### src/include/rv_core_params.svh
// Width and size constants for the RV32I integer datapath
// Included by the type package and by every block that sizes a vector
`ifndef RV_CORE_PARAMS_SVH
`define RV_CORE_PARAMS_SVH

// Data word, address and instruction width
`define RV_XLEN 32

// Architectural integer registers, x0 included
`define RV_NREGS 32

// Bits needed to name one register
`define RV_REGW 5

// Byte lanes in one data word
`define RV_NBYTES (`RV_XLEN / 8)

`endif
### src/hw/rv_types_pkg.sv
// Shared types of the RV32I datapath: data and index vectors, opcodes and
// the control encodings passed from decode to execute
`include "rv_core_params.svh"

package rv_types_pkg;

  // Data, address and instruction word
  typedef logic [`RV_XLEN-1:0] word_t;

  // Register index
  typedef logic [`RV_REGW-1:0] regidx_t;

  // Major opcodes, instr[6:0]
  typedef enum logic [6:0] {
    LUI    = 7'b0110111,
    AUIPC  = 7'b0010111,
    JAL    = 7'b1101111,
    JALR   = 7'b1100111,
    BRANCH = 7'b1100011,
    LOAD   = 7'b0000011,
    STORE  = 7'b0100011,
    IMMED  = 7'b0010011,
    REGREG = 7'b0110011
  } opcode_t;

  // ALU operations
  typedef enum logic [3:0] {
    ALU_ADD  = 4'd0,
    ALU_SUB  = 4'd1,
    ALU_SLL  = 4'd2,
    ALU_SLT  = 4'd3,
    ALU_SLTU = 4'd4,
    ALU_XOR  = 4'd5,
    ALU_SRL  = 4'd6,
    ALU_SRA  = 4'd7,
    ALU_OR   = 4'd8,
    ALU_AND  = 4'd9
  } alu_op_t;

  // Branch conditions, same code as funct3
  typedef enum logic [2:0] {
    BEQ  = 3'b000,
    BNE  = 3'b001,
    BLT  = 3'b100,
    BGE  = 3'b101,
    BLTU = 3'b110,
    BGEU = 3'b111
  } branch_t;

  // Access width, low two bits of funct3 for loads and stores
  typedef enum logic [2:0] {
    SB = 3'b000,
    SH = 3'b001,
    SW = 3'b010
  } store_t;

  // First ALU operand source
  typedef enum logic [1:0] {
    A_RS1 = 2'd0,
    A_PC  = 2'd1
  } a_sel_t;

  // Writeback source
  typedef enum logic [1:0] {
    W_ALU  = 2'd0,
    W_LINK = 2'd1,
    W_IMM  = 2'd2
  } w_sel_t;

endpackage

### src/hw/rv_exec_core.sv
// Top of the RV32I integer datapath: decode, register file and execute
// Retire outputs trail each valid instruction by two cycles
`timescale 1ns/10ps
`include "rv_core_params.svh"

module rv_exec_core (
  input  logic                   clk,
  input  logic                   reset_i,
  input  logic                   instr_valid_i,
  input  rv_types_pkg::word_t    instr_i,
  input  rv_types_pkg::word_t    pc_i,
  output logic                   retire_valid_o,
  output rv_types_pkg::word_t    retire_pc_o,
  output rv_types_pkg::regidx_t  retire_rd_o,
  output logic                   retire_wen_o,
  output rv_types_pkg::word_t    retire_data_o,
  output logic                   redirect_o,
  output rv_types_pkg::word_t    redirect_target_o,
  output logic                   mem_ren_o,
  output logic                   mem_wen_o,
  output rv_types_pkg::word_t    mem_addr_o,
  output logic [`RV_NBYTES-1:0]  mem_byte_en_o,
  output rv_types_pkg::word_t    mem_wdata_o
);

  rv_types_pkg::regidx_t rs1, rs2, dx_rs1, dx_rs2, dx_rd;
  rv_types_pkg::word_t   rs1_data, rs2_data, dx_pc, dx_rs1_data, dx_rs2_data, dx_imm;
  rv_types_pkg::alu_op_t dx_alu_op;
  rv_types_pkg::a_sel_t  dx_a_sel;
  rv_types_pkg::w_sel_t  dx_w_sel;
  rv_types_pkg::branch_t dx_branch_type;
  rv_types_pkg::store_t  dx_store_type;
  logic                  dx_valid, dx_b_imm, dx_wen, dx_branch, dx_jump, dx_jalr;
  logic                  dx_ren, dx_store, rf_wr_en;

  // Retired writes land in the register file at the next edge
  assign rf_wr_en = retire_valid_o & retire_wen_o;

  rv_decode rv_decode_inst (
    .clk, .reset_i, .instr_valid_i, .instr_i, .pc_i,
    .rs1_data_i(rs1_data), .rs2_data_i(rs2_data), .rs1_o(rs1), .rs2_o(rs2),
    .dx_valid_o(dx_valid), .dx_pc_o(dx_pc), .dx_rs1_o(dx_rs1), .dx_rs2_o(dx_rs2),
    .dx_rd_o(dx_rd), .dx_rs1_data_o(dx_rs1_data), .dx_rs2_data_o(dx_rs2_data),
    .dx_imm_o(dx_imm), .dx_alu_op_o(dx_alu_op), .dx_a_sel_o(dx_a_sel),
    .dx_b_imm_o(dx_b_imm), .dx_w_sel_o(dx_w_sel), .dx_wen_o(dx_wen),
    .dx_branch_o(dx_branch), .dx_branch_type_o(dx_branch_type), .dx_jump_o(dx_jump),
    .dx_jalr_o(dx_jalr), .dx_ren_o(dx_ren), .dx_store_o(dx_store),
    .dx_store_type_o(dx_store_type)
  );

  rv_reg_file rv_reg_file_inst (
    .clk, .reset_i, .rs1_i(rs1), .rs2_i(rs2), .wr_en_i(rf_wr_en),
    .wr_rd_i(retire_rd_o), .wr_data_i(retire_data_o),
    .rs1_data_o(rs1_data), .rs2_data_o(rs2_data)
  );

  rv_execute rv_execute_inst (
    .clk, .reset_i, .dx_valid_i(dx_valid), .dx_pc_i(dx_pc), .dx_rs1_i(dx_rs1),
    .dx_rs2_i(dx_rs2), .dx_rd_i(dx_rd), .dx_rs1_data_i(dx_rs1_data),
    .dx_rs2_data_i(dx_rs2_data), .dx_imm_i(dx_imm), .dx_alu_op_i(dx_alu_op),
    .dx_a_sel_i(dx_a_sel), .dx_b_imm_i(dx_b_imm), .dx_w_sel_i(dx_w_sel),
    .dx_wen_i(dx_wen), .dx_branch_i(dx_branch), .dx_branch_type_i(dx_branch_type),
    .dx_jump_i(dx_jump), .dx_jalr_i(dx_jalr), .dx_ren_i(dx_ren), .dx_store_i(dx_store),
    .dx_store_type_i(dx_store_type), .retire_valid_o, .retire_pc_o, .retire_rd_o,
    .retire_wen_o, .retire_data_o, .redirect_o, .redirect_target_o, .mem_ren_o,
    .mem_wen_o, .mem_addr_o, .mem_byte_en_o, .mem_wdata_o
  );

endmodule

### src/hw/rv_execute.sv
// Execute stage: forwarding, ALU, branch compare, jump targets and memory
// request, all registered into the retire outputs
`timescale 1ns/10ps
`include "rv_core_params.svh"

module rv_execute (
  input  logic                     clk,
  input  logic                     reset_i,
  input  logic                     dx_valid_i,
  input  rv_types_pkg::word_t      dx_pc_i,
  input  rv_types_pkg::regidx_t    dx_rs1_i,
  input  rv_types_pkg::regidx_t    dx_rs2_i,
  input  rv_types_pkg::regidx_t    dx_rd_i,
  input  rv_types_pkg::word_t      dx_rs1_data_i,
  input  rv_types_pkg::word_t      dx_rs2_data_i,
  input  rv_types_pkg::word_t      dx_imm_i,
  input  rv_types_pkg::alu_op_t    dx_alu_op_i,
  input  rv_types_pkg::a_sel_t     dx_a_sel_i,
  input  logic                     dx_b_imm_i,
  input  rv_types_pkg::w_sel_t     dx_w_sel_i,
  input  logic                     dx_wen_i,
  input  logic                     dx_branch_i,
  input  rv_types_pkg::branch_t    dx_branch_type_i,
  input  logic                     dx_jump_i,
  input  logic                     dx_jalr_i,
  input  logic                     dx_ren_i,
  input  logic                     dx_store_i,
  input  rv_types_pkg::store_t     dx_store_type_i,
  output logic                     retire_valid_o,
  output rv_types_pkg::word_t      retire_pc_o,
  output rv_types_pkg::regidx_t    retire_rd_o,
  output logic                     retire_wen_o,
  output rv_types_pkg::word_t      retire_data_o,
  output logic                     redirect_o,
  output rv_types_pkg::word_t      redirect_target_o,
  output logic                     mem_ren_o,
  output logic                     mem_wen_o,
  output rv_types_pkg::word_t      mem_addr_o,
  output logic [`RV_NBYTES-1:0]    mem_byte_en_o,
  output rv_types_pkg::word_t      mem_wdata_o
);

  rv_types_pkg::word_t   op_a, op_b, alu_a, alu_b, alu_res;
  rv_types_pkg::word_t   pc_imm, target, wb_data, st_data;
  logic                  fwd_ok, taken;
  logic [`RV_NBYTES-1:0] be_base;

  // Forward from retire when it writes a nonzero rd
  assign fwd_ok = retire_valid_o && retire_wen_o && (retire_rd_o != '0);
  assign op_a   = (fwd_ok && retire_rd_o == dx_rs1_i) ? retire_data_o : dx_rs1_data_i;
  assign op_b   = (fwd_ok && retire_rd_o == dx_rs2_i) ? retire_data_o : dx_rs2_data_i;

  assign alu_a = (dx_a_sel_i == rv_types_pkg::A_PC) ? dx_pc_i : op_a;
  assign alu_b = dx_b_imm_i ? dx_imm_i : op_b;

  always_comb begin
    case (dx_alu_op_i)
      rv_types_pkg::ALU_ADD:  alu_res = alu_a + alu_b;
      rv_types_pkg::ALU_SUB:  alu_res = alu_a - alu_b;
      rv_types_pkg::ALU_SLL:  alu_res = alu_a << alu_b[4:0];
      rv_types_pkg::ALU_SLT:  alu_res = {31'b0, $signed(alu_a) < $signed(alu_b)};
      rv_types_pkg::ALU_SLTU: alu_res = {31'b0, alu_a < alu_b};
      rv_types_pkg::ALU_XOR:  alu_res = alu_a ^ alu_b;
      rv_types_pkg::ALU_SRL:  alu_res = alu_a >> alu_b[4:0];
      rv_types_pkg::ALU_SRA:  alu_res = $signed(alu_a) >>> alu_b[4:0];
      rv_types_pkg::ALU_OR:   alu_res = alu_a | alu_b;
      rv_types_pkg::ALU_AND:  alu_res = alu_a & alu_b;
      default:                alu_res = '0;
    endcase
  end

  always_comb begin
    case (dx_branch_type_i)
      rv_types_pkg::BEQ:  taken = (op_a == op_b);
      rv_types_pkg::BNE:  taken = (op_a != op_b);
      rv_types_pkg::BLT:  taken = ($signed(op_a) < $signed(op_b));
      rv_types_pkg::BGE:  taken = ($signed(op_a) >= $signed(op_b));
      rv_types_pkg::BLTU: taken = (op_a < op_b);
      rv_types_pkg::BGEU: taken = (op_a >= op_b);
      default:            taken = 1'b0;
    endcase
  end

  // JALR uses the ALU sum rs1 + imm with bit 0 dropped
  assign pc_imm = dx_pc_i + dx_imm_i;
  assign target = dx_jalr_i ? {alu_res[31:1], 1'b0} : pc_imm;

  always_comb begin
    case (dx_w_sel_i)
      rv_types_pkg::W_LINK: wb_data = dx_pc_i + 32'd4;
      rv_types_pkg::W_IMM:  wb_data = dx_imm_i;
      default:              wb_data = alu_res;
    endcase
  end

  // Lane mask and replicated store data by access width
  always_comb begin
    case (dx_store_type_i)
      rv_types_pkg::SB: begin
        be_base = 4'b0001;
        st_data = {4{op_b[7:0]}};
      end
      rv_types_pkg::SH: begin
        be_base = 4'b0011;
        st_data = {2{op_b[15:0]}};
      end
      rv_types_pkg::SW: begin
        be_base = 4'b1111;
        st_data = op_b;
      end
      default: begin
        be_base = 4'b0000;
        st_data = op_b;
      end
    endcase
  end

  always_ff @(posedge clk) begin
    if (reset_i) begin
      retire_valid_o <= 1'b0;
      retire_wen_o   <= 1'b0;
      redirect_o     <= 1'b0;
      mem_ren_o      <= 1'b0;
      mem_wen_o      <= 1'b0;
    end else begin
      retire_valid_o <= dx_valid_i;
      retire_wen_o   <= dx_valid_i & dx_wen_i;
      redirect_o     <= dx_valid_i & (dx_jump_i | (dx_branch_i & taken));
      mem_ren_o      <= dx_valid_i & dx_ren_i;
      mem_wen_o      <= dx_valid_i & dx_store_i;
    end
  end

  always_ff @(posedge clk) begin
    retire_pc_o       <= dx_pc_i;
    retire_rd_o       <= dx_rd_i;
    retire_data_o     <= wb_data;
    redirect_target_o <= target;
    mem_addr_o        <= alu_res;
    mem_byte_en_o     <= be_base << alu_res[1:0];
    mem_wdata_o       <= st_data;
  end

endmodule

### src/hw/rv_reg_file.sv
// Integer register file with two combinational read ports and one write port
// A write from retire is bypassed to a read of the same register in that cycle
`timescale 1ns/10ps
`include "rv_core_params.svh"

module rv_reg_file (
  input  logic                  clk,
  input  logic                  reset_i,
  input  rv_types_pkg::regidx_t rs1_i,
  input  rv_types_pkg::regidx_t rs2_i,
  input  logic                  wr_en_i,
  input  rv_types_pkg::regidx_t wr_rd_i,
  input  rv_types_pkg::word_t   wr_data_i,
  output rv_types_pkg::word_t   rs1_data_o,
  output rv_types_pkg::word_t   rs2_data_o
);

  rv_types_pkg::word_t regs [1:`RV_NREGS-1];

  function automatic rv_types_pkg::word_t read_port(rv_types_pkg::regidx_t idx);
    if (idx == '0)
      return '0;
    else if (wr_en_i && wr_rd_i == idx)
      return wr_data_i;
    else
      return regs[idx];
  endfunction

  always_comb begin
    rs1_data_o = read_port(rs1_i);
    rs2_data_o = read_port(rs2_i);
  end

  always_ff @(posedge clk) begin
    if (reset_i) begin
      for (int i = 1; i < `RV_NREGS; i++)
        regs[i] <= '0;
    end else if (wr_en_i && wr_rd_i != '0) begin
      regs[wr_rd_i] <= wr_data_i;
    end
  end

endmodule

### src/hw/rv_decode.sv
// Decode stage: control unit and immediate generation for RV32I, with the
// dx_ register that carries fields and register read data into execute
`timescale 1ns/10ps

module rv_decode (
  input  logic                    clk,
  input  logic                    reset_i,
  input  logic                    instr_valid_i,
  input  rv_types_pkg::word_t     instr_i,
  input  rv_types_pkg::word_t     pc_i,
  input  rv_types_pkg::word_t     rs1_data_i,
  input  rv_types_pkg::word_t     rs2_data_i,
  output rv_types_pkg::regidx_t   rs1_o,
  output rv_types_pkg::regidx_t   rs2_o,
  output logic                    dx_valid_o,
  output rv_types_pkg::word_t     dx_pc_o,
  output rv_types_pkg::regidx_t   dx_rs1_o,
  output rv_types_pkg::regidx_t   dx_rs2_o,
  output rv_types_pkg::regidx_t   dx_rd_o,
  output rv_types_pkg::word_t     dx_rs1_data_o,
  output rv_types_pkg::word_t     dx_rs2_data_o,
  output rv_types_pkg::word_t     dx_imm_o,
  output rv_types_pkg::alu_op_t   dx_alu_op_o,
  output rv_types_pkg::a_sel_t    dx_a_sel_o,
  output logic                    dx_b_imm_o,
  output rv_types_pkg::w_sel_t    dx_w_sel_o,
  output logic                    dx_wen_o,
  output logic                    dx_branch_o,
  output rv_types_pkg::branch_t   dx_branch_type_o,
  output logic                    dx_jump_o,
  output logic                    dx_jalr_o,
  output logic                    dx_ren_o,
  output logic                    dx_store_o,
  output rv_types_pkg::store_t    dx_store_type_o
);

  rv_types_pkg::opcode_t opcode;
  logic [2:0]            funct3;
  rv_types_pkg::word_t   imm_i, imm_s, imm_b, imm_u, imm_j, imm;
  rv_types_pkg::alu_op_t alu_op;
  rv_types_pkg::a_sel_t  a_sel;
  rv_types_pkg::w_sel_t  w_sel;
  logic                  b_imm, wen, branch, jump, jalr, ren, store;

  assign opcode = rv_types_pkg::opcode_t'(instr_i[6:0]);
  assign funct3 = instr_i[14:12];
  assign rs1_o  = instr_i[19:15];
  assign rs2_o  = instr_i[24:20];

  // Immediate formats; shift amounts ride in the I form
  assign imm_i = {{20{instr_i[31]}}, instr_i[31:20]};
  assign imm_s = {{20{instr_i[31]}}, instr_i[31:25], instr_i[11:7]};
  assign imm_b = {{19{instr_i[31]}}, instr_i[31], instr_i[7], instr_i[30:25],
                  instr_i[11:8], 1'b0};
  assign imm_u = {instr_i[31:12], 12'b0};
  assign imm_j = {{11{instr_i[31]}}, instr_i[31], instr_i[19:12], instr_i[20],
                  instr_i[30:21], 1'b0};

  // Per-opcode control, unknown opcodes fall out as a no-op
  always_comb begin
    imm    = imm_i;
    a_sel  = rv_types_pkg::A_RS1;
    b_imm  = 1'b0;
    w_sel  = rv_types_pkg::W_ALU;
    wen    = 1'b0;
    branch = 1'b0;
    jump   = 1'b0;
    jalr   = 1'b0;
    ren    = 1'b0;
    store  = 1'b0;
    case (opcode)
      rv_types_pkg::LUI: begin
        imm   = imm_u;
        w_sel = rv_types_pkg::W_IMM;
        wen   = 1'b1;
      end
      rv_types_pkg::AUIPC: begin
        imm   = imm_u;
        a_sel = rv_types_pkg::A_PC;
        b_imm = 1'b1;
        wen   = 1'b1;
      end
      rv_types_pkg::JAL: begin
        imm   = imm_j;
        w_sel = rv_types_pkg::W_LINK;
        wen   = 1'b1;
        jump  = 1'b1;
      end
      rv_types_pkg::JALR: begin
        b_imm = 1'b1;
        w_sel = rv_types_pkg::W_LINK;
        wen   = 1'b1;
        jump  = 1'b1;
        jalr  = 1'b1;
      end
      rv_types_pkg::BRANCH: begin
        imm    = imm_b;
        branch = 1'b1;
      end
      rv_types_pkg::LOAD: begin
        b_imm = 1'b1;
        ren   = 1'b1;
      end
      rv_types_pkg::STORE: begin
        imm   = imm_s;
        b_imm = 1'b1;
        store = 1'b1;
      end
      rv_types_pkg::IMMED: begin
        b_imm = 1'b1;
        wen   = 1'b1;
      end
      rv_types_pkg::REGREG: wen = 1'b1;
      default: ;
    endcase
  end

  // ALU op from funct3 and bit 30; everything outside OP and OP-IMM adds
  always_comb begin
    alu_op = rv_types_pkg::ALU_ADD;
    if (opcode == rv_types_pkg::REGREG || opcode == rv_types_pkg::IMMED) begin
      case (funct3)
        3'b000: alu_op = (opcode == rv_types_pkg::REGREG && instr_i[30]) ?
                         rv_types_pkg::ALU_SUB : rv_types_pkg::ALU_ADD;
        3'b001: alu_op = rv_types_pkg::ALU_SLL;
        3'b010: alu_op = rv_types_pkg::ALU_SLT;
        3'b011: alu_op = rv_types_pkg::ALU_SLTU;
        3'b100: alu_op = rv_types_pkg::ALU_XOR;
        3'b101: alu_op = instr_i[30] ? rv_types_pkg::ALU_SRA : rv_types_pkg::ALU_SRL;
        3'b110: alu_op = rv_types_pkg::ALU_OR;
        default: alu_op = rv_types_pkg::ALU_AND;
      endcase
    end
  end

  // Strobes, cleared on reset and on idle cycles
  always_ff @(posedge clk) begin
    if (reset_i) begin
      dx_valid_o  <= 1'b0;
      dx_wen_o    <= 1'b0;
      dx_branch_o <= 1'b0;
      dx_jump_o   <= 1'b0;
      dx_ren_o    <= 1'b0;
      dx_store_o  <= 1'b0;
    end else begin
      dx_valid_o  <= instr_valid_i;
      dx_wen_o    <= instr_valid_i & wen;
      dx_branch_o <= instr_valid_i & branch;
      dx_jump_o   <= instr_valid_i & jump;
      dx_ren_o    <= instr_valid_i & ren;
      dx_store_o  <= instr_valid_i & store;
    end
  end

  // Payload
  always_ff @(posedge clk) begin
    dx_pc_o          <= pc_i;
    dx_rs1_o         <= rs1_o;
    dx_rs2_o         <= rs2_o;
    dx_rd_o          <= instr_i[11:7];
    dx_rs1_data_o    <= rs1_data_i;
    dx_rs2_data_o    <= rs2_data_i;
    dx_imm_o         <= imm;
    dx_alu_op_o      <= alu_op;
    dx_a_sel_o       <= a_sel;
    dx_b_imm_o       <= b_imm;
    dx_w_sel_o       <= w_sel;
    dx_jalr_o        <= jalr;
    dx_branch_type_o <= rv_types_pkg::branch_t'(funct3);
    dx_store_type_o  <= rv_types_pkg::store_t'({1'b0, funct3[1:0]});
  end

endmodule

### config.mk
export PLATFORM = sky130hd
export DESIGN_NAME = rv_exec_core
export DESIGN_NICKNAME = d
export VERILOG_FILES = /design/src/hw/rv_types_pkg.sv /design/src/hw/rv_exec_core.sv /design/src/hw/rv_execute.sv /design/src/hw/rv_reg_file.sv /design/src/hw/rv_decode.sv
export VERILOG_INCLUDE_DIRS = /design/src /design/src/include
export SDC_FILE = /design/constraint.sdc
export NUM_CORES = 2
export LEC_CHECK = 0
export BUFFER_PORTS_ARGS = -buffer_cell sky130_fd_sc_hd__buf_2
export CORE_MARGIN = 1.5
export CORE_UTILIZATION = 42
export DETAILED_ROUTE_END_ITERATION = 8
export GPL_TIMING_DRIVEN = 0
export REMOVE_ABC_BUFFERS = 1
export SYNTH_ARGS = -nofsm -noshare
export SYNTH_HDL_FRONTEND = slang
export SYNTH_SLANG_ARGS = --single-unit
### constraint.sdc
create_clock -name clk -period 10.55 [get_ports clk]
set_input_delay 0 -clock clk [delete_from_list [all_inputs] [get_ports clk]]
set_output_delay 0 -clock clk [all_outputs]
set_load 0.05 [all_outputs]
==> flow_results.org <==
** Setup path
- In this run the worst path has a maximum fanout of between 50 and 60.
- Data on the critical path is required at its endpoint by between 10 and 15 ns.
- The worst register-to-register path begins at rv_execute_inst.retire_rd_o[4]$_DFF_P_.
- Beginning of the critical path :: rv_execute_inst.retire_rd_o[4]$_DFF_P_
- Crit path kind :: register to register
- Type of element launching the critical path :: register
- For the worst setup path, the data arrival time is 10.15 ns.
- The worst setup path is captured at a register.

** Die
- The initial utilization of the core area, before any placement, comes to 0.4237.
- The die covers ~190000 um2.
- Overall die width :: ~430 um
- Core Footprint :: approximately 180000 um2
- The floorplan has roughly 160 rows.
- Die Y :: around 430 um
- Total I/O pin count :: 241

** Logic synthesis
- Yosys printed 0 warnings.
- The share of the Yosys chip area taken by registers is 0.4813.
- Synthesis produced a little over 6000 cells.
- Cell area after synthesis :: just under 80000 um2
- Among all flip-flop cells after synthesis, the most frequent one is sky130_fd_sc_hd__edfxtp_1.
- Synth Area per Inst :: 12.81 um2
- Async set-or-reset flop fraction in the synthesized netlist :: 0
- Synthesized flop and latch total :: around 1400
- Unique cell type count in the Yosys netlist :: around 100
- Counting flops with a built-in enable in the synthesized netlist gives 1024.

** Timing
- Number of max-slew violations in the final report :: 0
- Relative slew margins :: 0.02486
- For the pin with the worst max-slew slack, the measured transition is between 1 and 1.5 ns.
- The worst path in the final design needs a cycle of 9.514 ns, including I/O delays and setup.
- Hold violation total from the final report :: 0
- Setup violations remaining at the end of the flow were counted as 0.
- Derived from the worst setup path, the maximum achievable clock frequency is roughly 110 MHz.
- After routing, the total negative slack on setup checks comes to 0 ns.
- Clock skew after layout :: ~0.046 ns
- Worst hold margin :: 0.05535 ns
- RSZ-0062 raised after global routing :: no
- In the finished design, the share of the clock period the worst path needs comes to 0.9018.

** Placement
- Port bufs :: 240
- HPWL after detailed placement :: ~200000 um
- Cell Count Post-Placement :: ~8300
- Post-DP Area :: slightly above 80000 um2
- RD Place Congestion :: 1.010

** Power
- Power spread over the standard cell area amounts to approximately 190 nW/um2.
- Summed over all cells, the static leakage comes to around 33 nW.
- Of the total power, registers draw 0.413.
- Of the total power, the share spent switching nets is 0.3631.
- Maximum ir drop on the vdd rail :: 184.0 uV
- The share of total power dissipated in the clock network is 0.330.
- In this run the power spent charging and discharging nets is between 6 and 7 mW.
- Combinational fraction of design power :: 0.257
- The internal power of the cells totals about 11 mW.

** Outcome
- The flow ran to the end, and the final reports show no timing, DRC or antenna violations.

** Flow run
- Across the run, the number of max-cap violations was 0.

** GRT
- Antenna violations before repair :: 13
- Overall fraction of global-route tracks in use :: 0.3087
- The total overflow left after global routing is 0.
- The via count of the first global-routing pass came to roughly 55000.
- The first global-routing pass estimated 409600 um of wire.
- Pin count of the biggest net entering global routing :: 83

** Finish
- Area taken by flip-flops and latches :: ~37000 um2
- Non-Filler Instances :: approximately 8700
- Post-layout net count :: roughly 6400
- The top cell types in the final layout, fill and taps aside, are sky130_fd_sc_hd__edfxtp_1 (1024), sky130_fd_sc_hd__and2_1 (887), sky130_fd_sc_hd__mux4_2 (658), sky130_fd_sc_hd__dfxtp_1 (316), sky130_fd_sc_hd__nor2_1 (254).
- Finished Cell Area :: 88820 um2
- Relative to the synthesized area, the layout overhead comes to 14.12%.
- The library cell used most frequently in the layout, excluding fill and tap cells, is sky130_fd_sc_hd__edfxtp_1.
- Share of final-layout standard cells stronger than drive strength 1 :: 0.2432
- The layout has 15950 filler cells.
- Area of combinational cells with multiple inputs :: between 30000 and 40000 um2

** Drt
- The detailed router finished its first iteration with 6511 violations.
- In the routed layout, each cell is associated on average with a via count of 6.352.
- In the routed design, unresolved DRC markers number 0.
- Once detail routing completed, the nets flagged for antenna violations numbered 0.
- After detailed routing, the total wire length is 292700 um.
- Average detailed-routed wire length per instance :: ~34 um
- 1st-pass router iterations :: 6
- Across all layers, the routed design uses around 55000 vias.

** Clock network
- The clock reaches the later pin of the worst-skew pair after 0.83 ns.
- Post-CTS setup buffer count :: 0
- CTS placed an instance of sky130_fd_sc_hd__clkbuf_16 at the clock tree root.
- The clock net in this run drives a total of 1359 sinks.
- Clock transition at path regs :: 0.06 ns
- Total CTS buffers :: roughly 160
- TritonCTS clock tree :: built
- The longest clock path from root to sink contains 3 buffers.
- Deepest level of the CTS H-tree :: 4
- Number of gates resized after cts :: 0

** Hold path
- Class of the tightest hold or removal check :: input port to register
- Hold wc startpoint :: instr_i[12]
==> path summary, 6_finish.rpt <==
check / end / slack, ns / cells past startpoint
worst max-delay path: rv_execute_inst.mem_byte_en_o[2]$_DFF_P_ / 1.04 / 15
worst min-delay path: rv_decode_inst.dx_branch_type_o[0]$_DFF_P_ / 0.06 / 2
worst max register to register: rv_execute_inst.mem_byte_en_o[2]$_DFF_P_ / 1.04 / 15
worst min register to register: rv_execute_inst.retire_rd_o[2]$_DFF_P_ / 0.33 / 0
==> registers in the layout (all words and copies together) (netlist names), 2 cells and up <==
| register | count |
|---|---|
| rv_decode_inst.dx_imm_o | 32 |
| rv_decode_inst.dx_alu_op_o | 4 |
| rv_execute_inst.mem_addr_o | 32 |
| rv_decode_inst.dx_pc_o | 32 |
| rv_decode_inst.dx_rs1_data_o | 32 |
| rv_decode_inst.dx_rs2_o | 5 |
| rv_decode_inst.dx_w_sel_o | 2 |
| rv_execute_inst.retire_rd_o | 5 |
| rv_decode_inst.dx_rd_o | 5 |
| rv_execute_inst.redirect_target_o | 32 |
| rv_decode_inst.dx_rs2_data_o | 32 |
| rv_decode_inst.dx_rs1_o | 5 |
| rv_execute_inst.mem_wdata_o | 32 |
| rv_execute_inst.retire_data_o | 32 |
| rv_execute_inst.retire_pc_o | 32 |
| rv_reg_file_inst.regs | 1024 |
| rv_decode_inst.dx_branch_type_o | 3 |
| rv_execute_inst.mem_byte_en_o | 4 |
==> worst max-delay path: stages (launching register included) <==
cell and delay, ns:
sky130_fd_sc_hd__dfxtp_1 0.87, sky130_fd_sc_hd__or3_4 0.56, sky130_fd_sc_hd__o311a_1 0.71, sky130_fd_sc_hd__nand2_4 0.66, sky130_fd_sc_hd__o211ai_1 1.33, sky130_fd_sc_hd__ha_1 0.51
sky130_fd_sc_hd__nor2_1 0.18, sky130_fd_sc_hd__nand2_1 0.12, sky130_fd_sc_hd__or3_1 0.50, sky130_fd_sc_hd__nor4bb_1 0.86, sky130_fd_sc_hd__o31ai_1 0.45, sky130_fd_sc_hd__o21bai_1 0.31
sky130_fd_sc_hd__a31o_2 0.28, sky130_fd_sc_hd__and3_1 0.67, sky130_fd_sc_hd__mux2i_1 1.07, sky130_fd_sc_hd__mux2i_1 0.15
==> what timing repair did <==
action                                  4_1_cts  5_1_grt
hold buffers                                125        0
endpoints found under the hold margin       120        0
endpoints found under the setup margin        0        0
==> stage by stage <==
stage	setup slack (ns)	total power, mW	utilization
after floorplan	2.010	9.265	-
after global placement	-3.525	11.29	0.4347
after detailed placement	1.627	11.23	0.4475
after CTS	1.595	16.81	0.4828
after global routing	1.084	17.39	0.4835
final	1.036	16.91	0.4836
==> layout make-up <==
type,instances,area share
flip-flops and latches,1359,0.4220
diodes,9,0.0002536
inverters,154,0.006564
clock inverters,88,0.01072
well taps,2464,0.03471
repair buffers,456,0.05071
clock buffers,195,0.04816
multi-input cells,3997,0.4269
==> Yosys cell counts (all sizes together) (18+ instances only) <==
master | count | share of area
edfxtp | 1024 | 0.40
and2 | 889 | 0.071
mux4 | 659 | 0.19
clkbuf | 459 | 0.022
dfxtp | 335 | 0.086
nor2 | 287 | 0.014
nand2 | 245 | 0.012
mux2i | 192 | 0.025
a21oi | 170 | 0.011
nor3 | 170 | 0.011
ha | 164 | 0.026
inv | 148 | 0.0071
buf | 140 | 0.0086
o21ai | 131 | 0.0085
mux2 | 127 | 0.019
a211oi | 98 | 0.0095
o211ai | 68 | 0.0074
a21o | 62 | 0.0060
xnor2 | 62 | 0.0070
nand3 | 58 | 0.0037
a221oi | 48 | 0.0055
or2 | 44 | 0.0035
nor2b | 39 | 0.0031
a31oi | 28 | 0.0023
nand2b | 27 | 0.0022
xor2 | 26 | 0.0029
and3 | 25 | 0.0020
a22oi | 23 | 0.0022
o21bai | 23 | 0.0022
nor4 | 22 | 0.0020
a221o | 18 | 0.0023
==> power groups by stage <==
stage          combinational [mW]  clock, mW  sequential, mW
2_1_floorplan                1.99          0            7.27
3_3_place_gp                 4.26          0            7.04
3_5_place_dp                 4.16          0            7.07
4_1_cts                      4.22       5.63            6.96
5_1_grt                      4.51       5.84            7.04
6_report                     4.35       5.58            6.98
==> cell families after synthesis <==
group,share of synthesized area
AO/OA/AOI/OAI,0.07747
XOR/XNOR,0.009903
adder cells (fa/ha/maj),0.02714
buffers and inverters,0.03818
flip-flops,0.4813
multiplexers,0.2341
other,0.00004818
AND/OR/NAND/NOR,0.1319
==> routing by layer <==
metal	up-vias	share of wire	GRT usage
li1	23190	-	-
met1	28520	0.37	0.3700
met2	2958	0.49	0.5201
met3	733	0.082	0.06279
met4	2	0.063	0.1692
met5	-	0.000044	0
No activity file was read; power rests on OpenSTA's default activity.
